===== config.mk =====
export PLATFORM = sky130hd
export DESIGN_NAME = uop_credit_fifo
export DESIGN_NICKNAME = d
export VERILOG_FILES = /design/src/common/rv_isa_pkg.sv /design/src/common/exu_bus_pkg.sv /design/src/hdl/uop_credit_fifo.sv
export SDC_FILE = /design/constraint.sdc
export NUM_CORES = 1
export LEC_CHECK = 0
export BUFFER_PORTS_ARGS = -buffer_cell sky130_fd_sc_hd__buf_2
export CORE_MARGIN = 2
export CORE_UTILIZATION = 48
export CTS_CLUSTER_SIZE = 10
export DETAILED_ROUTE_END_ITERATION = 6
export PLACE_DENSITY = 0.75
export SKIP_LAST_GASP = 1
export SYNTH_ARGS = -nofsm -noshare
export SYNTH_HDL_FRONTEND = slang
export SYNTH_SLANG_ARGS = --single-unit

===== constraint.sdc =====
create_clock -name clk -period 7.54 [get_ports clk]
set_clock_uncertainty 0.05 [all_clocks]
set_input_delay 0.377 -clock clk [delete_from_list [all_inputs] [get_ports clk]]
set_output_delay 0.377 -clock clk [all_outputs]
set_load 0.02 [all_outputs]

===== src/common/rv_isa_pkg.sv =====
// RV32I widths and operation encodings, imported by every RTL file of the execute stage
package rv_isa_pkg;

	// datapath width, also the address width
	localparam int xlen = 32;
	// byte lanes per data word
	localparam int xbytes = xlen / 8;
	// low address bits that pick a byte inside a word
	localparam int byte_off_w = 2;

	// register file index
	localparam int reg_addr_w = 5;

	// data memory geometry in words
	localparam int dmem_words = 256;
	localparam int dmem_addr_w = 8;

	// alu operations
	// comparison ops leave 0 or 1 in bit 0
	typedef enum logic [3:0] {
		alu_add,
		alu_sub,
		alu_and,
		alu_or,
		alu_xor,
		alu_sll,
		alu_srl,
		alu_sra,
		alu_slt,
		alu_sltu,
		alu_eq,
		alu_ne,
		alu_lt,
		alu_ge,
		alu_ltu,
		alu_geu
	} alu_op_e;

	// unconditional jump flavour
	typedef enum logic [1:0] {
		jump_none,
		jump_jal,
		jump_jalr
	} jump_kind_e;

	// memory access kind, loads first then stores
	typedef enum logic [3:0] {
		mem_none,
		mem_lw,
		mem_lh,
		mem_lhu,
		mem_lb,
		mem_lbu,
		mem_sw,
		mem_sh,
		mem_sb
	} mem_kind_e;

endpackage

===== src/common/exu_bus_pkg.sv =====
// record types passed between decode, execute, data memory and writeback, plus queue sizing
package exu_bus_pkg;

	import rv_isa_pkg::*;

	// input queue depth
	// sender starts with this many credits
	localparam int uop_q_depth = 4;
	localparam int uop_q_ptr_w = 2;
	// occupancy counter, one bit wider than the pointers
	localparam int uop_q_cnt_w = 3;

	// writeback credits held after reset
	localparam int wb_credits_init = 2;
	localparam int wb_credit_w = 2;

	// decoded micro-operation from the decode stage
	typedef struct packed {
		logic [xlen-1:0]       pc;
		// alu operands, operand muxing already done by decode
		logic [xlen-1:0]       src1;
		logic [xlen-1:0]       src2;
		// rs2 value for stores
		logic [xlen-1:0]       store_data;
		// pc + b-immediate
		logic [xlen-1:0]       cond_target;
		logic [reg_addr_w-1:0] rd;
		logic                  rd_wen;
		alu_op_e               alu_op;
		jump_kind_e            jump_kind;
		logic                  cond_branch;
		mem_kind_e             mem_kind;
	} exu_uop_t;

	// one data memory access
	typedef struct packed {
		logic [dmem_addr_w-1:0] word_idx;
		logic                   wen;
		logic [xbytes-1:0]      strb;
		logic [xlen-1:0]        wdata;
	} dmem_req_t;

	// writeback record, one per micro-operation
	typedef struct packed {
		logic [reg_addr_w-1:0] rd;
		logic                  wen;
		logic [xlen-1:0]       wdata;
		logic                  redirect_taken;
		logic [xlen-1:0]       redirect_pc;
	} exu_wb_t;

endpackage


===== src/hdl/uop_credit_fifo.sv =====
// input queue for micro-operations, pulses one credit back to the sender per dequeued entry
module uop_credit_fifo import exu_bus_pkg::*; (
	input  logic     clk,
	input  logic     rst,
	input  logic     push,
	input  exu_uop_t push_uop,
	input  logic     pop,
	output logic     head_valid,
	output exu_uop_t head,
	output logic     credit
);

	exu_uop_t               entries [uop_q_depth];
	logic [uop_q_ptr_w-1:0] wr_ptr;
	logic [uop_q_ptr_w-1:0] rd_ptr;
	logic [uop_q_cnt_w-1:0] count;
	logic                   do_push;
	logic                   do_pop;

	// sender never pushes without a credit, full check is a backstop
	assign do_push    = push && (count != uop_q_cnt_w'(uop_q_depth));
	assign do_pop     = pop && head_valid;
	assign head_valid = (count != '0);
	// head visible right after the write edge
	assign head       = entries[rd_ptr];

	always_ff @(posedge clk) begin
		if (rst) begin
			wr_ptr <= '0;
			rd_ptr <= '0;
			count  <= '0;
			credit <= 1'b0;
		end else begin
			if (do_push)
				wr_ptr <= wr_ptr + 1'b1;
			if (do_pop)
				rd_ptr <= rd_ptr + 1'b1;
			count  <= count + uop_q_cnt_w'(do_push) - uop_q_cnt_w'(do_pop);
			// one credit per freed slot, a cycle after pop
			credit <= do_pop;
		end
	end

	// storage
	always_ff @(posedge clk) begin
		if (do_push)
			entries[wr_ptr] <= push_uop;
	end

endmodule


* Word level (Yosys, flattened, before mapping) *
Memory sizes are Yosys's and may differ from the RTL's. A register that Yosys moved wholly into a read port is not among the register bits.
Index checks and enable logic that the tools add are counted.

word-level totals
  register bits = 8
  RAM bits = 708
  input bits = 181
  logic and storage cells = 17
  memories kept = 1

memories
  name     depth  width  rd ports  clocked after Yosys merged registers in  wr ports  line                   text
  entries  4      177    1         1                                        1         uop_credit_fifo.sv:13  exu_uop_t entries [uop_q_depth];

operators by class
  $add $sub $neg = 4
  eq/ne operators = 1
  muxes and demuxes = 4
  reductions and logical operators = 3

operator list
  kind                 number
  $add 2x1->2 const B  2
  $mux 2               2
  $add 3x1->3          1
  $ne 3x3->1 const B   1
  $reduce_bool 3->1    1
  $sub 3x1->3          1
  $logic_and 1x1->1    2
  $mux 1               2

* Longest topological paths before layout *
  word-level depth = 4
  gate-level depth with buffers = 11
  mapped depth without buffers = 11

* Worst setup path before layout *
Ideal clock, no wire load.

  path type = reg-to-reg
  from = register count[1]
  to = memory entries[0][0] (netlist name), enable pin
  arrival = 4914 ps
  required time = 6931 ps
  path slack = 2017 ps
  stages on the path, launching flop included = 4
  buffers on the path = 0
  period minus slack after synthesis = 5523 ps
  cell sequence = dfxtp_1 -> nor2_1 -> a21boi_1 -> and2_1

on the way
  word-level cells in the longest chain between the ends = 4

ends and longest elaborated chain
  what                          line                   text
  from (decl)                   uop_credit_fifo.sv:16  logic [uop_q_cnt_w-1:0] count;
  from (signal assigned)        uop_credit_fifo.sv:38  count <= count + uop_q_cnt_w'(do_push) - uop_q_cnt_w'(do_pop);
  $ne 3x3->1                    uop_credit_fifo.sv:21  assign do_push = push && (count != uop_q_cnt_w'(uop_q_depth));
  $logic_and 1x1->1             uop_credit_fifo.sv:21
  $mux 1                        uop_credit_fifo.sv:46  if (do_push)
  $mux 1 (implied by the code)  uop_credit_fifo.sv:47  entries[wr_ptr] <= push_uop;
  to (decl)                     uop_credit_fifo.sv:13

Every way passes these cells.

==> impl_metrics.xml <==
<?xml version="1.0" encoding="UTF-8"?>
<metrics>
  <group name="run_status">
    <metric name="status" unit="">complete, no violations</metric>
  </group>
  <group name="synthesis">
    <metric name="syn-num-nets" unit="">1164</metric>
    <metric name="main_combinational_cell_family_by_area_after_synthesis" unit="">multiplexers</metric>
    <metric name="ys_top_cells_by_count" unit="">edfxtp_1 (708), mux4_2 (177), buf_2 (19)</metric>
    <metric name="yosysMostFrequentCell" unit="">edfxtp_1</metric>
    <metric name="synthesis.yosys.warnings" unit="">0</metric>
    <metric name="mux_contribution_to_synthesized_area" unit="">0.154</metric>
    <metric name="synth_edf_count" unit="">708</metric>
    <metric name="syn-cell-area" unit="sq um">26000</metric>
    <metric name="synth_top_area_frac" unit="">0.817</metric>
    <metric name="async_flop_share" unit="">0</metric>
    <metric name="synth-seq-cells" unit="">718</metric>
    <metric name="synth_compound_gate_area_share" unit="">0.000913</metric>
    <metric name="post_synth_inst_count" unit="">976</metric>
    <metric name="netlist.top_cell.by_area" unit="">edfxtp_1</metric>
    <metric name="synth-seq-area-share" unit="">0.824</metric>
    <metric name="synth_simple_gate_area_frac" unit="">0.00365</metric>
    <metric name="syn_avg_cell_area" unit="sq um">26.7</metric>
    <metric name="yosys.cell_types.count" unit="">21</metric>
    <metric name="synth_adder_area_share" unit="">0.00365</metric>
    <metric name="synth_area_leaders" unit="">edfxtp_1 (82%), mux4_2 (15%), dfxtp_1 (0.77%), buf_6 (0.69%), buf_2 (0.37%)</metric>
    <metric name="synthesized_area_fraction_occupied_by_xor_and_xnor_cells" unit="">0.00101</metric>
    <metric name="ys_dominant_reg_cell" unit="">edfxtp_1</metric>
  </group>
  <group name="critical_path">
    <metric name="endpoint" unit="">head[15]</metric>
    <metric name="crit_reg_reg_endpoint" unit="">entries[2][17]$_DFFE_PP_</metric>
    <metric name="critical_path_class" unit="">flip-flop to output pin</metric>
    <metric name="crit_path_dat" unit="ns">3.20</metric>
    <metric name="reg2regPathDepth" unit="">5</metric>
    <metric name="crit-reg2reg-launch" unit="">count[1]$_SDFF_PP0_</metric>
    <metric name="endpoint_kind" unit="">output pin</metric>
    <metric name="ff_to_ff_setup_slack" unit="ns">4.42</metric>
    <metric name="timing.critical_path.fanout_max" unit="">41</metric>
    <metric name="crit_path_launch_type" unit="">flip-flop</metric>
    <metric name="worst-endpoint-required" unit="ns">7.11</metric>
  </group>
  <group name="floorplanning">
    <metric name="design.die.area" unit="sq um">56100</metric>
    <metric name="num_io_pins" unit="">360</metric>
    <metric name="initial_core_util" unit="">0.485</metric>
    <metric name="die-width" unit="microns">237</metric>
    <metric name="core-area" unit="sq um">53700</metric>
    <metric name="core.rowCount" unit="">85</metric>
    <metric name="die_y" unit="microns">237</metric>
  </group>
  <group name="placed_design">
    <metric name="place.port_buffers" unit="">359</metric>
    <metric name="place.detailed.hpwl" unit="microns">28600</metric>
    <metric name="dp_area" unit="sq um">28500</metric>
    <metric name="placed_cells" unit="">2003</metric>
    <metric name="final_replace_weighted_congestion" unit="">0.728</metric>
    <metric name="detailedPlace.worstSlack" unit="ns">4.41</metric>
  </group>
  <group name="finish">
    <metric name="postLayoutCellArea" unit="sq um">32600</metric>
    <metric name="non_filler_instances" unit="">2289</metric>
    <metric name="layout_filler_cell_count" unit="">3612</metric>
    <metric name="final_nets" unit="">1758</metric>
    <metric name="areaGrowthSynthToFinish" unit="%">25.2</metric>
    <metric name="layout.core_utilization" unit="">0.607</metric>
    <metric name="seq_area" unit="sq um">21500</metric>
    <metric name="post_route_cells_drive_above_1_share" unit="">0.406</metric>
    <metric name="multiInputGateArea" unit="sq um">4260</metric>
  </group>
  <group name="timing">
    <metric name="final-setup-viol-count" unit="">0</metric>
    <metric name="period_minus_slack" unit="ns">3.62</metric>
    <metric name="setup_total_negative_slack" unit="ns">0</metric>
    <metric name="final_hold_violation_count" unit="">0</metric>
    <metric name="timing_max_transition_violations_final" unit="">0</metric>
    <metric name="worst_slew_pin_slew" unit="ns">0.999</metric>
    <metric name="grt_setup_unrepaired" unit="">false</metric>
    <metric name="worst_hold_slack" unit="ns">0.311</metric>
    <metric name="worst_path_setup_slack_after_routing" unit="ns">3.92</metric>
    <metric name="max_freq" unit="MHz">276</metric>
    <metric name="period_share" unit="">0.481</metric>
    <metric name="max_slew_margin" unit="">0.334</metric>
  </group>
  <group name="pwr">
    <metric name="design_power_total" unit="mW">11.2</metric>
    <metric name="powerDensity" unit="nW/um^2">345</metric>
    <metric name="ir_drop" unit="mV">0.245</metric>
    <metric name="power.static_leakage" unit="nW">11.0</metric>
  </group>
  <group name="clocking">
    <metric name="tritoncts_clock_tree" unit="">done</metric>
    <metric name="clk_latency" unit="ns">0.62</metric>
    <metric name="cts_repair_resize_count" unit="">0</metric>
    <metric name="cts_made_buffers" unit="">82</metric>
    <metric name="cts.repair_timing.setup_buffer_count" unit="">0</metric>
    <metric name="ctsLongestPathBuffers" unit="">3</metric>
    <metric name="clock_input_transition_at_the_sequential_cells_of_the_worst_setup_and_hold_paths" unit="ns">0.05</metric>
    <metric name="numClockSinks" unit="">718</metric>
    <metric name="htreeDepth" unit="">3</metric>
    <metric name="root_buffer" unit="">clkbuf_16</metric>
  </group>
  <group name="grt">
    <metric name="global_route.overflow_total" unit="">0</metric>
    <metric name="grt_max_degree" unit="">99</metric>
    <metric name="first_global_vias" unit="">13500</metric>
    <metric name="global_route.usage.total" unit="">0.189</metric>
    <metric name="grt_pass1_wl" unit="microns">79300</metric>
    <metric name="grt_antenna_before_repair" unit="">6</metric>
  </group>
  <group name="drt">
    <metric name="route.detailed.wl_per_inst" unit="microns">22.8</metric>
    <metric name="detailedRoute.firstIterationViolations" unit="">932</metric>
    <metric name="postRouteWirelength" unit="microns">52100</metric>
    <metric name="firstDrtPassIters" unit="">4</metric>
    <metric name="vias" unit="">12300</metric>
    <metric name="detail-route-antenna-nets" unit="">0</metric>
    <metric name="drc" unit="">0</metric>
    <metric name="detail_route.vias_per_cell" unit="">5.39</metric>
  </group>
  <group name="flow_run">
    <metric name="cap_viol_max_count" unit="">0</metric>
  </group>
  <group name="worst_hold_path">
    <metric name="holdCritPathClass" unit="">input port to flip-flop</metric>
  </group>
</metrics>
[worst min path at each step]
stage                           start  slack, ns  depth (start not counted)                 endpoint
2_1_floorplan             push_uop[0]       0.43                          0  entries[0][0]$_DFFE_PP_
3_3_place_gp   wr_ptr[1]$_SDFFE_PP0P_       0.45                          2   wr_ptr[1]$_SDFFE_PP0P_
3_5_place_dp   rd_ptr[0]$_SDFFE_PP0P_       0.47                          2   rd_ptr[0]$_SDFFE_PP0P_
4_1_cts                          push       0.27                          4   wr_ptr[1]$_SDFFE_PP0P_
5_1_grt                          push       0.29                          4   wr_ptr[1]$_SDFFE_PP0P_
6_report                         push       0.31                          4   wr_ptr[1]$_SDFFE_PP0P_
[per-layer routing]
| metal | wire length (microns) | part of all wire | track usage |
|---|---|---|---|
| met5 | 60 | 0.0012 | 0 |
| met4 | 1440 | 0.028 | 0.0629 |
| met3 | 3350 | 0.064 | 0.0561 |
| met2 | 26800 | 0.51 | 0.319 |
| met1 | 20500 | 0.39 | 0.235 |
[report_power, final]
part	total (mW)	switching, mW	internal (mW)
clock	3.43	1.44	1.99
sequential	5.08	0.179	4.90
combinational	2.72	1.59	1.13
total	11.2	3.21	8.02
[state kept, by name, summed over array words and instances, names as in the netlist, named ones only]
name	cells
entries	708
count	3
rd_ptr	2
wr_ptr	2
credit	1
[timing repair]
item                                    CTS  global route
hold buffers                            179             0
endpoints found under the hold margin   713             0
endpoints found under the setup margin    0             0
[worst max-delay path, cell delays in order, from the launching register on]
cell and delay, ns:
dfxtp_4 0.88, buf_4 0.78, mux4_2 0.64, buf_2 0.19
[final cells by class]
cell class	instances	area share
flip-flops and latches	718	0.659
multi-input cells	211	0.131
repair buffers	551	0.114
clock buffers	94	0.0643
well taps	696	0.0267
clock inverters	10	0.00484
inverters	6	0.000691
diodes	3	0.000230
[placed cells by master (no fill, tap or decap)]
cell	instances
nand2b_1	2
mux4_2	177
bufinv_16	1
diode_2	3
xor2_1	3
fa_1	1
inv_6	2
mux2_2	1
mux2i_1	1
or3_1	1
ha_1	6
dfxtp_1	8
o311ai_0	1
nor2b_1	1
dlygate4sd3_1	179
and2_1	1
nor2_1	9
buf_12	2
clkbuf_1	12
nor3_1	1
dfxtp_4	2
clkinv_16	1
a21boi_1	1
inv_1	6
buf_4	11
inv_16	2
clkinv_1	2
edfxtp_1	708
o31ai_1	1
clkbuf_16	82
buf_2	359
clkinv_8	2
and2_4	4
[cells by family (layout without fill, tap and decap cells)]
group / count (synthesis) / in the layout
AND/OR/NAND/NOR: 19 / 19
AO/OA/AOI/OAI: 3 / 3
flip-flops: 718 / 718
XOR/XNOR: 3 / 3
other: 0 / 3
adder cells (fa/ha/maj): 7 / 7
buffers and inverters: 47 / 661
multiplexers: 179 / 179
(Power assumes the default switching activity.)
