`src/common/rv_isa_pkg.sv`:
```
// RV32I widths and operation encodings, imported by every RTL file of the execute stage
package rv_isa_pkg;

	// datapath width, also the address width
	localparam int xlen = 32;
	// byte lanes per data word
	localparam int xbytes = xlen / 8;
	// low address bits that pick a byte inside a word
	localparam int byte_off_w = 2;

	// register file index
	localparam int reg_addr_w = 5;

	// data memory geometry in words
	localparam int dmem_words = 256;
	localparam int dmem_addr_w = 8;

	// alu operations
	// comparison ops leave 0 or 1 in bit 0
	typedef enum logic [3:0] {
		alu_add,
		alu_sub,
		alu_and,
		alu_or,
		alu_xor,
		alu_sll,
		alu_srl,
		alu_sra,
		alu_slt,
		alu_sltu,
		alu_eq,
		alu_ne,
		alu_lt,
		alu_ge,
		alu_ltu,
		alu_geu
	} alu_op_e;

	// unconditional jump flavour
	typedef enum logic [1:0] {
		jump_none,
		jump_jal,
		jump_jalr
	} jump_kind_e;

	// memory access kind, loads first then stores
	typedef enum logic [3:0] {
		mem_none,
		mem_lw,
		mem_lh,
		mem_lhu,
		mem_lb,
		mem_lbu,
		mem_sw,
		mem_sh,
		mem_sb
	} mem_kind_e;

endpackage
```
`src/common/exu_bus_pkg.sv`:
```
// record types passed between decode, execute, data memory and writeback, plus queue sizing
package exu_bus_pkg;

	import rv_isa_pkg::*;

	// input queue depth
	// sender starts with this many credits
	localparam int uop_q_depth = 4;
	localparam int uop_q_ptr_w = 2;
	// occupancy counter, one bit wider than the pointers
	localparam int uop_q_cnt_w = 3;

	// writeback credits held after reset
	localparam int wb_credits_init = 2;
	localparam int wb_credit_w = 2;

	// decoded micro-operation from the decode stage
	typedef struct packed {
		logic [xlen-1:0]       pc;
		// alu operands, operand muxing already done by decode
		logic [xlen-1:0]       src1;
		logic [xlen-1:0]       src2;
		// rs2 value for stores
		logic [xlen-1:0]       store_data;
		// pc + b-immediate
		logic [xlen-1:0]       cond_target;
		logic [reg_addr_w-1:0] rd;
		logic                  rd_wen;
		alu_op_e               alu_op;
		jump_kind_e            jump_kind;
		logic                  cond_branch;
		mem_kind_e             mem_kind;
	} exu_uop_t;

	// one data memory access
	typedef struct packed {
		logic [dmem_addr_w-1:0] word_idx;
		logic                   wen;
		logic [xbytes-1:0]      strb;
		logic [xlen-1:0]        wdata;
	} dmem_req_t;

	// writeback record, one per micro-operation
	typedef struct packed {
		logic [reg_addr_w-1:0] rd;
		logic                  wen;
		logic [xlen-1:0]       wdata;
		logic                  redirect_taken;
		logic [xlen-1:0]       redirect_pc;
	} exu_wb_t;

endpackage

```
`src/exu/exu_pipe.sv`:
```
// two-stage execute pipeline with writeback credit counting, wraps the ALU, branch unit and LSU
module exu_pipe import rv_isa_pkg::*, exu_bus_pkg::*; (
	input  logic            clk,
	input  logic            rst,
	input  logic            head_valid,
	input  exu_uop_t        head,
	output logic            pop,
	output dmem_req_t       dmem_req,
	input  logic [xlen-1:0] dmem_rdata,
	output logic            wb_valid,
	output exu_wb_t         wb,
	input  logic            wb_credit
);

	// stage register contents
	typedef struct packed {
		logic [reg_addr_w-1:0] rd;
		logic                  rd_wen;
		logic                  is_jump;
		// pc + 4 for jal/jalr
		logic [xlen-1:0]       link;
		logic [xlen-1:0]       alu_result;
		logic                  redirect_taken;
		logic [xlen-1:0]       redirect_pc;
		mem_kind_e             mem_kind;
		logic [byte_off_w-1:0] byte_off;
	} ex_stage_t;

	ex_stage_t              s1_d;
	ex_stage_t              s1_q;
	logic                   s1_valid;
	logic                   s1_is_load;
	logic                   fire;
	logic [wb_credit_w-1:0] wb_cred;
	logic [xlen-1:0]        alu_result;
	logic                   redirect_taken;
	logic [xlen-1:0]        redirect_pc;
	logic [xlen-1:0]        load_data;

	// stage 1 fires only if a credit is left after the one in flight
	assign fire = head_valid && (wb_cred > wb_credit_w'(s1_valid));
	assign pop  = fire;

	exu_alu u_alu (
		.alu_op (head.alu_op),
		.src1   (head.src1),
		.src2   (head.src2),
		.result (alu_result)
	);

	exu_branch u_branch (
		.jump_kind      (head.jump_kind),
		.cond_branch    (head.cond_branch),
		.alu_result     (alu_result),
		.cond_target    (head.cond_target),
		.redirect_taken (redirect_taken),
		.redirect_pc    (redirect_pc)
	);

	// address from the alu sum
	// load side reads back the stage register
	exu_lsu u_lsu (
		.fire       (fire),
		.mem_kind   (head.mem_kind),
		.addr       (alu_result),
		.store_data (head.store_data),
		.dmem_req   (dmem_req),
		.ld_kind    (s1_q.mem_kind),
		.ld_offset  (s1_q.byte_off),
		.dmem_rdata (dmem_rdata),
		.load_data  (load_data)
	);

	always_comb begin
		s1_d.rd             = head.rd;
		s1_d.rd_wen         = head.rd_wen;
		s1_d.is_jump        = (head.jump_kind != jump_none);
		s1_d.link           = head.pc + xlen'(4);
		s1_d.alu_result     = alu_result;
		s1_d.redirect_taken = redirect_taken;
		s1_d.redirect_pc    = redirect_pc;
		s1_d.mem_kind       = head.mem_kind;
		s1_d.byte_off       = alu_result[byte_off_w-1:0];
	end

	// control state
	// credit count moves up on wb_credit and down on wb_valid
	always_ff @(posedge clk) begin
		if (rst) begin
			s1_valid <= 1'b0;
			wb_cred  <= wb_credit_w'(wb_credits_init);
		end else begin
			s1_valid <= fire;
			wb_cred  <= wb_cred + wb_credit_w'(wb_credit) - wb_credit_w'(wb_valid);
		end
	end

	// payload only loads on fire
	always_ff @(posedge clk) begin
		if (fire)
			s1_q <= s1_d;
	end

	// stage 2
	assign s1_is_load = s1_q.mem_kind inside {mem_lw, mem_lh, mem_lhu, mem_lb, mem_lbu};
	assign wb_valid   = s1_valid;

	always_comb begin
		wb.rd             = s1_q.rd;
		wb.wen            = s1_q.rd_wen;
		wb.redirect_taken = s1_q.redirect_taken;
		wb.redirect_pc    = s1_q.redirect_pc;
		// link beats load beats alu
		if (s1_q.is_jump)
			wb.wdata = s1_q.link;
		else if (s1_is_load)
			wb.wdata = load_data;
		else
			wb.wdata = s1_q.alu_result;
	end

endmodule

```
`src/exu/exu_lsu.sv`:
```
// load/store unit, builds strobed data memory requests and extends the returned load word
module exu_lsu import rv_isa_pkg::*, exu_bus_pkg::*; (
	input  logic                  fire,
	input  mem_kind_e             mem_kind,
	input  logic [xlen-1:0]       addr,
	input  logic [xlen-1:0]       store_data,
	output dmem_req_t             dmem_req,
	input  mem_kind_e             ld_kind,
	input  logic [byte_off_w-1:0] ld_offset,
	input  logic [xlen-1:0]       dmem_rdata,
	output logic [xlen-1:0]       load_data
);

	logic [byte_off_w-1:0] addr_off;
	// returned word shifted so the addressed byte is lane 0
	logic [xlen-1:0]       lane_word;

	assign addr_off = addr[byte_off_w-1:0];

	// request side, evaluated in the fire cycle
	always_comb begin
		// word index always driven so a load reads at the fire edge
		dmem_req.word_idx = addr[byte_off_w +: dmem_addr_w];
		dmem_req.wen      = 1'b0;
		dmem_req.strb     = '0;
		dmem_req.wdata    = store_data;
		case (mem_kind)
			mem_sw: begin
				dmem_req.wen  = fire;
				dmem_req.strb = 4'b1111;
			end
			// halfword copied to both halves
			mem_sh: begin
				dmem_req.wen   = fire;
				dmem_req.strb  = 4'b0011 << addr_off;
				dmem_req.wdata = {2{store_data[15:0]}};
			end
			// byte copied to all four lanes
			mem_sb: begin
				dmem_req.wen   = fire;
				dmem_req.strb  = 4'b0001 << addr_off;
				dmem_req.wdata = {4{store_data[7:0]}};
			end
			default: begin
				dmem_req.wen = 1'b0;
			end
		endcase
	end

	// response side, uses the registered kind and offset
	assign lane_word = dmem_rdata >> {ld_offset, 3'b000};

	always_comb begin
		case (ld_kind)
			mem_lh:  load_data = {{16{lane_word[15]}}, lane_word[15:0]};
			mem_lhu: load_data = {16'b0, lane_word[15:0]};
			mem_lb:  load_data = {{24{lane_word[7]}}, lane_word[7:0]};
			mem_lbu: load_data = {24'b0, lane_word[7:0]};
			// lw takes the whole word
			default: load_data = dmem_rdata;
		endcase
	end

endmodule

```
`src/exu/exu_branch.sv`:
```
// resolves conditional branches, jal and jalr into a next-pc redirect from the ALU result
module exu_branch import rv_isa_pkg::*; (
	input  jump_kind_e      jump_kind,
	input  logic            cond_branch,
	input  logic [xlen-1:0] alu_result,
	input  logic [xlen-1:0] cond_target,
	output logic            redirect_taken,
	output logic [xlen-1:0] redirect_pc
);

	// compare result sits in bit 0
	logic cond_taken;

	assign cond_taken = cond_branch & alu_result[0];

	always_comb begin
		redirect_taken = 1'b0;
		redirect_pc    = '0;
		case (jump_kind)
			// pc + j-immediate from the alu
			jump_jal: begin
				redirect_taken = 1'b1;
				redirect_pc    = alu_result;
			end
			// rs1 + imm, lsb forced to zero
			jump_jalr: begin
				redirect_taken = 1'b1;
				redirect_pc    = {alu_result[xlen-1:1], 1'b0};
			end
			default: begin
				redirect_taken = cond_taken;
				if (cond_taken)
					redirect_pc = cond_target;
			end
		endcase
	end

endmodule

```
`src/exu/exu_alu.sv`:
```
// combinational RV32I ALU, also produces the branch compare results used by exu_branch
module exu_alu import rv_isa_pkg::*; (
	input  alu_op_e         alu_op,
	input  logic [xlen-1:0] src1,
	input  logic [xlen-1:0] src2,
	output logic [xlen-1:0] result
);

	// shift amount from the low bits of src2
	logic [$clog2(xlen)-1:0] shamt;
	logic                    eq;
	logic                    lt_s;
	logic                    lt_u;

	assign shamt = src2[$clog2(xlen)-1:0];
	assign eq    = (src1 == src2);
	assign lt_s  = ($signed(src1) < $signed(src2));
	assign lt_u  = (src1 < src2);

	always_comb begin
		result = '0;
		case (alu_op)
			// arithmetic and address generation
			alu_add:  result = src1 + src2;
			alu_sub:  result = src1 - src2;
			// bitwise
			alu_and:  result = src1 & src2;
			alu_or:   result = src1 | src2;
			alu_xor:  result = src1 ^ src2;
			// shifts
			alu_sll:  result = src1 << shamt;
			alu_srl:  result = src1 >> shamt;
			alu_sra:  result = $signed(src1) >>> shamt;
			// set-less-than for slt/slti family
			alu_slt:  result[0] = lt_s;
			alu_sltu: result[0] = lt_u;
			// branch compares
			// beq/bne
			alu_eq:   result[0] = eq;
			alu_ne:   result[0] = ~eq;
			// blt/bge
			alu_lt:   result[0] = lt_s;
			alu_ge:   result[0] = ~lt_s;
			// bltu/bgeu
			alu_ltu:  result[0] = lt_u;
			alu_geu:  result[0] = ~lt_u;
			default:  result = '0;
		endcase
	end

endmodule

```
`config.mk`:
```
export PLATFORM = sky130hd
export DESIGN_NAME = exu_pipe
export DESIGN_NICKNAME = d
export VERILOG_FILES = /design/src/common/rv_isa_pkg.sv /design/src/common/exu_bus_pkg.sv /design/src/exu/exu_pipe.sv /design/src/exu/exu_lsu.sv /design/src/exu/exu_branch.sv /design/src/exu/exu_alu.sv
export SDC_FILE = /design/constraint.sdc
export NUM_CORES = 1
export LEC_CHECK = 0
export BUFFER_PORTS_ARGS = -buffer_cell sky130_fd_sc_hd__buf_4
export CORE_UTILIZATION = 62
export CTS_CLUSTER_SIZE = 12
export DETAILED_ROUTE_END_ITERATION = 6
export MAX_ROUTING_LAYER = met4
export PLACE_DENSITY = 0.89
export SLEW_MARGIN = 40
export SYNTH_ARGS = -nofsm -noshare
export SYNTH_HDL_FRONTEND = slang
export SYNTH_SLANG_ARGS = --single-unit
```
`constraint.sdc`:
```
create_clock -name clk -period 10.6 [get_ports clk]
set_input_delay 2.12 -clock clk [delete_from_list [all_inputs] [get_ports clk]]
set_output_delay 2.12 -clock clk [all_outputs]
set_load 0.005 [all_outputs]
```
## After elaboration in Yosys (flattened, before gate mapping)

Cells that the tools add are included.

- Add/subtract/negate cells: 5
- Magnitude comparators: 3
- Equal/unequal tests: 26
- Shifts and indexed selects: 6
- Multiplexer cells: 10
- Bitwise gates (word level): 7
- Reductions and logical operators: 8

Operators by type and width:

| kind | count |
|---|---|
| 31-bit case mux with 8 select lines | 1 |
| 32-bit case mux with 2 select lines | 2 |
| 32-bit case mux with 4 select lines | 1 |
| 32-bit two-way mux | 3 |
| 32-bit less-than comparator | 2 |
| 4-bit == test (second input constant) | 9 |
| 32-bit by 3-bit adder with 32-bit output (second input constant) | 1 |
| 32-bit adder | 1 |
| 32-bit AND | 1 |
| 32-bit == test | 1 |
| 4-bit by 3-bit == test with 1-bit output (second input constant) | 8 |
| 32-bit bitwise OR | 1 |
| 32-bit by 5-bit left shift with 32-bit output | 1 |
| 32-bit by 5-bit right shift with 16-bit output | 1 |
| 32-bit by 5-bit right shift with 32-bit output | 1 |
| 32-bit by 5-bit >>> shifter with 32-bit output | 1 |
| 32-bit subtractor | 1 |
| 32-bit XOR | 1 |
| 4-bit by 2-bit == test with 1-bit output (second input constant) | 4 |
| 1-bit case mux with 14 select lines | 1 |
| 4-bit case mux with 3 select lines | 1 |
| 4-bit by 1-bit == test with 1-bit output (second input constant) | 2 |
| 2-bit OR reduction | 3 |
| 5-bit nonzero test | 1 |
| other kinds (14) | 16 |

- Bits in registers: 113
- Input bits: 213
- Output and inout port bits: 118

## Depth between registers and ports, before layout

- Word-level depth: 6
- Gate-level depth with buffers: 18
- Depth with buffers taken out: 15

## By module

From an unflattened synthesis, not the netlist that was laid out.

- Cell total of the unflattened synthesis: 1852
- Area, all modules: 15374.7 µm²

Modules (own cells, without submodules):

| module | times used | cells each | area each (µm²) | seq. area each (µm²) |
|---|---|---|---|---|
| exu_alu | 1 | 1244 | 8486.9 | 0.0 |
| exu_pipe | 1 | 349 | 4928.5 | 3303.2 |
| exu_lsu | 1 | 210 | 1539.0 | 0.0 |
| exu_branch | 1 | 49 | 420.4 | 0.0 |

## Worst setup path after synthesis

OpenSTA, ideal clock, no wires.

- Path kind: input -> output
- From: input head[83] in the netlist's numbering
- To: output dmem_req[33] in the netlist's numbering
- Arrival time: 5233 ps
- Path slack: 3247 ps
- Stages: 18
- Cell sequence: clkinv_1 -> buf_2 -> buf_2 -> buf_2 -> buf_2 -> ha_1 -> buf_2 -> nor2b_1 -> o221ai_1 -> a21oi_1 -> o31ai_2 -> a21oi_2 -> o2111a_1 -> o31ai_1 -> o211a_2 -> inv_1 -> a21oi_1 -> a21oi_1

RTL lines:

| what | RTL line | source |
|---|---|---|
| start: declaration | exu_pipe.sv:6 | `input exu_uop_t head,` |
| end: declaration | exu_pipe.sv:8 | `output dmem_req_t dmem_req,` |

==> out/results.txt <==
The weighted congestion reported at the end of routability-driven placement came out at 1.10. Largest clock skew in the final design: 11.6 ps. The kind of launch point of the worst setup path was an input pin. The via count of the first global-routing pass is 16000, and the transition time at the pin with the least slew margin is 944 ps. Dividing the detail-routed wire length by the instance count gives 26.2 um.

After filler insertion, the fill cell instance count of the layout stands at 1887. Initial standard-cell utilization of the core: 0.631. The termination of the worst setup path was dmem_req[35].

The netlist uses 99 different library cells. Yosys attributes the largest share of cell area to sky130_fd_sc_hd__edfxtp_1, sky130_fd_sc_hd__ha_1, sky130_fd_sc_hd__nor2_1. For the later-pin clock latency in the skew report, the log shows 350 ps. Of all cell types, the one taking the most synthesized area is sky130_fd_sc_hd__edfxtp_1. The cell with the largest stage delay on the worst path is sky130_fd_sc_hd__buf_4. Setup repair after global routing left no endpoint under its margin. Summed over all layers, the global routing overflow is 0.

The die covers 25300 um2. The post-route clock period utilization is 0.796. The most used flip-flop cell after synthesis is sky130_fd_sc_hd__edfxtp_1. The H-tree depth reported by CTS was 3; the count of buffers from port buffering was 330.

Cell at the root of the clock tree: sky130_fd_sc_hd__clkbuf_16. The arrival time at the worst endpoint is 6320 ps. 331 I/O pins were placed. The total power after layout was 1860 uW; the top cell type's share of synthesized area was 0.212. The number of iterations in the first detailed-routing pass was 7; the flop and latch count out of synthesis was 111. The wire-length estimate of the detail-placed layout is 48.6 mm. For the worst setup timing slack at the placement stage, the log shows 2300 ps. After clock tree synthesis, the setup repair step added 0 buffers.

Counting instances in the post-synthesis netlist gives the leading cell types as sky130_fd_sc_hd__nor2_1, sky130_fd_sc_hd__nand2_1, sky130_fd_sc_hd__a21oi_1, sky130_fd_sc_hd__inv_1. For this run, design rule violations remaining after detail routing come to 0. In this run the critical register-to-register path is launched from wb_valid.

In this run the power density over the cells is 106 nW/um2. In this run the worst path has a maximum fanout of 77. The tools report the number of sinks on the clock net as 111.

The run gives 10500 um2 as the combined area of the multi-input logic cells. Leaving out filler cells and counting taps, the final layout contains 2425. The post-synthesis sequential area ratio was 0.216.

The reg-to-reg setup timing slack is 8100 ps, and the overall routing resource usage is 0.501. Counting flops with a built-in enable in the synthesized netlist gives 108. Across the run, the number of max-cap violations was 0. For this run, the slowest stage of the critical path takes 580 ps. The run gives 57 as the standard-cell row count. The logs give 15300 um2 for the area of the mapped netlist and 2409 for the number of placed instances with taps included. The area growth from synthesis to final layout came out at 14.9%. Summed over all cells, the static leakage comes to 0.00749 uW. Across the VDD grid, the largest voltage drop is 102 uV. Sort of element at the end of the critical path: an output port.

Across all setup checks in the final design, the least slack found is 2160 ps. Counting I/O delays and the setup requirement, the final critical path takes 8440 ps. Counting every instance in the synthesized netlist gives 1924.

The tools report the synthesized netlist net count as 2245. The number of DRC violations after detailed-routing iteration 0 was 2682; the mean area per synthesized cell was 7.95 um2. 0 antenna diodes ended up in the layout. The proportion of register bits with asynchronous set or reset after synthesis came out at 0.

The worst hold path begins at wb_cred[0]. Once detail routing completed, the nets flagged for antenna violations numbered 0. Walking the worst path, the cells encountered are buf_4 > inv_1 > ha_1 > inv_1 > o221ai_1 > a21oi_1 > o31ai_2 > a21oi_2 > o2111a_1 > o31ai_1 > o211a_2 > inv_1 > a21oi_1 > a21oi_1 > buf_4. The number of vias per cell after detailed routing was 7.12. The register area is 3300 um2, and the maximum number of pins on one net before global-route repair is 78. The CTS buffer count was 9. Once layout is done, the placed cells without fillers occupy 17600 um2.

The most repeated cell in the gate-level netlist after synthesis was sky130_fd_sc_hd__nor2_1. The number of cells on the worst reg-to-reg path works out to 5. In this run the cell area measured after placement is 17300 um2. The final hold violation count was 0; the vertical die dimension was 159 um.

Once the clock tree was built, the resizer swapped 0 gates to a different size. The critical path launch point was head[84]. The initial antenna violation count came out at 0. The routed design has 63.5 mm of wire. The flow ran to the end, and the final reports show no timing, DRC or antenna violations. The net count of the finished layout is 2417.

Summed over all failing endpoints, the final setup total negative slack is 0 ps. The tools report the via count as 17300. The critical path in this run is classified as in2out. The first global-routing pass estimated 95.3 mm of wire. The required time of the critical path was 8480 ps; the clock-pin slew of the registers on the worst-case setup and hold paths was 80 ps. The total of warnings raised by yosys came out at 0.

The area inside the core boundary is 24200 um2, and the width of the die is 159 um. The worst register-to-register path ends at s1_q[50]. The number of buffers inserted for hold repair after clock tree synthesis is 0, and the share of cells above drive strength 1 is 0.228. The run gives 0 as the final number of max-transition violations. The path class of the tightest hold or removal check is reg2reg. TritonCTS built the clock tree. In this run the deepest clock path goes through 2 buffers. For the tightest slew margin relative to the limit, the log shows 0.364.

The highest clock rate is 0.118 GHz, and the number of setup violations in the final report is 0.
-- worst min-delay path by stage --
stage            endpoint  slack [ps]  depth (start not counted)
6_report       wb_cred[1]         700                          4
5_1_grt        wb_cred[1]         730                          3
4_1_cts        wb_cred[1]         680                          3
3_5_place_dp   wb_cred[1]         660                          3
3_3_place_gp   wb_cred[1]         600                          3
2_1_floorplan    wb_valid         560                          2
-- worst max-delay path: cells and delay by family --
| kind | cells | cell delay, ps |
|---|---|---|
| buffers and inverters | 5 | 1460 |
| AO/OA/AOI/OAI | 9 | 2200 |
| adder cells (fa/ha/maj) | 1 | 520 |
-- layout make-up --
cell class | count | area share
clock buffer | 9 | 0.0128
timing repair buffer | 353 | 0.151
multi-input combinational | 1506 | 0.598
tap | 324 | 0.0231
sequential | 111 | 0.188
clock inverter | 7 | 0.00278
inverter | 115 | 0.0247
-- per-layer routing --
layer / GRT usage / routed length (um) / part of all wire
met5: - / 0 / 0
met4: 0.319 / 4890 / 0.077
met3: 0.0899 / 7940 / 0.13
met2: 0.778 / 28600 / 0.45
met1: 0.603 / 22100 / 0.35
-- power by group --
part           switching (uW)  leakage (uW)  total [uW]  internal [uW]
Sequential               36.6       0.00109         613            576
Combinational             564       0.00627         925            360
Clock                     158      0.000134         318            160
-- through the flow --
step                hold WS, ps  utilization
global placement            600        0.713
CTS                         682        0.725
global route                729        0.725
floorplan                   555            -
detailed placement          661        0.713
finish                      697        0.725
-- cell usage in the layout (no fill, tap or decap), types with 37 or more instances in the layout --
master,count
sky130_fd_sc_hd__edfxtp_1,108
sky130_fd_sc_hd__mux2i_1,52
sky130_fd_sc_hd__a21oi_1,152
sky130_fd_sc_hd__inv_1,111
sky130_fd_sc_hd__nor2_1,231
sky130_fd_sc_hd__ha_1,106
sky130_fd_sc_hd__buf_4,352
sky130_fd_sc_hd__o21ai_0,108
sky130_fd_sc_hd__nand2_1,184
sky130_fd_sc_hd__o31ai_1,37
-- registers in the layout, indices dropped and copies added (netlist names) --
| name | cells |
|---|---|
| wb_valid | 1 |
| wb_cred | 2 |
| s1_q | 69 |
| wb | 39 |
-- cell families after synthesis --
| family | after synthesis | share of synthesized area |
|---|---|---|
| AO/OA/AOI/OAI | 630 | 0.283 |
| AND/OR/NAND/NOR | 608 | 0.180 |
| buffers and inverters | 307 | 0.0989 |
| multiplexers | 125 | 0.113 |
| flip-flops | 111 | 0.216 |
| adder cells (fa/ha/maj) | 108 | 0.0893 |
| XOR/XNOR | 35 | 0.0200 |
Note: power is estimated with default switching activity, not from simulation.
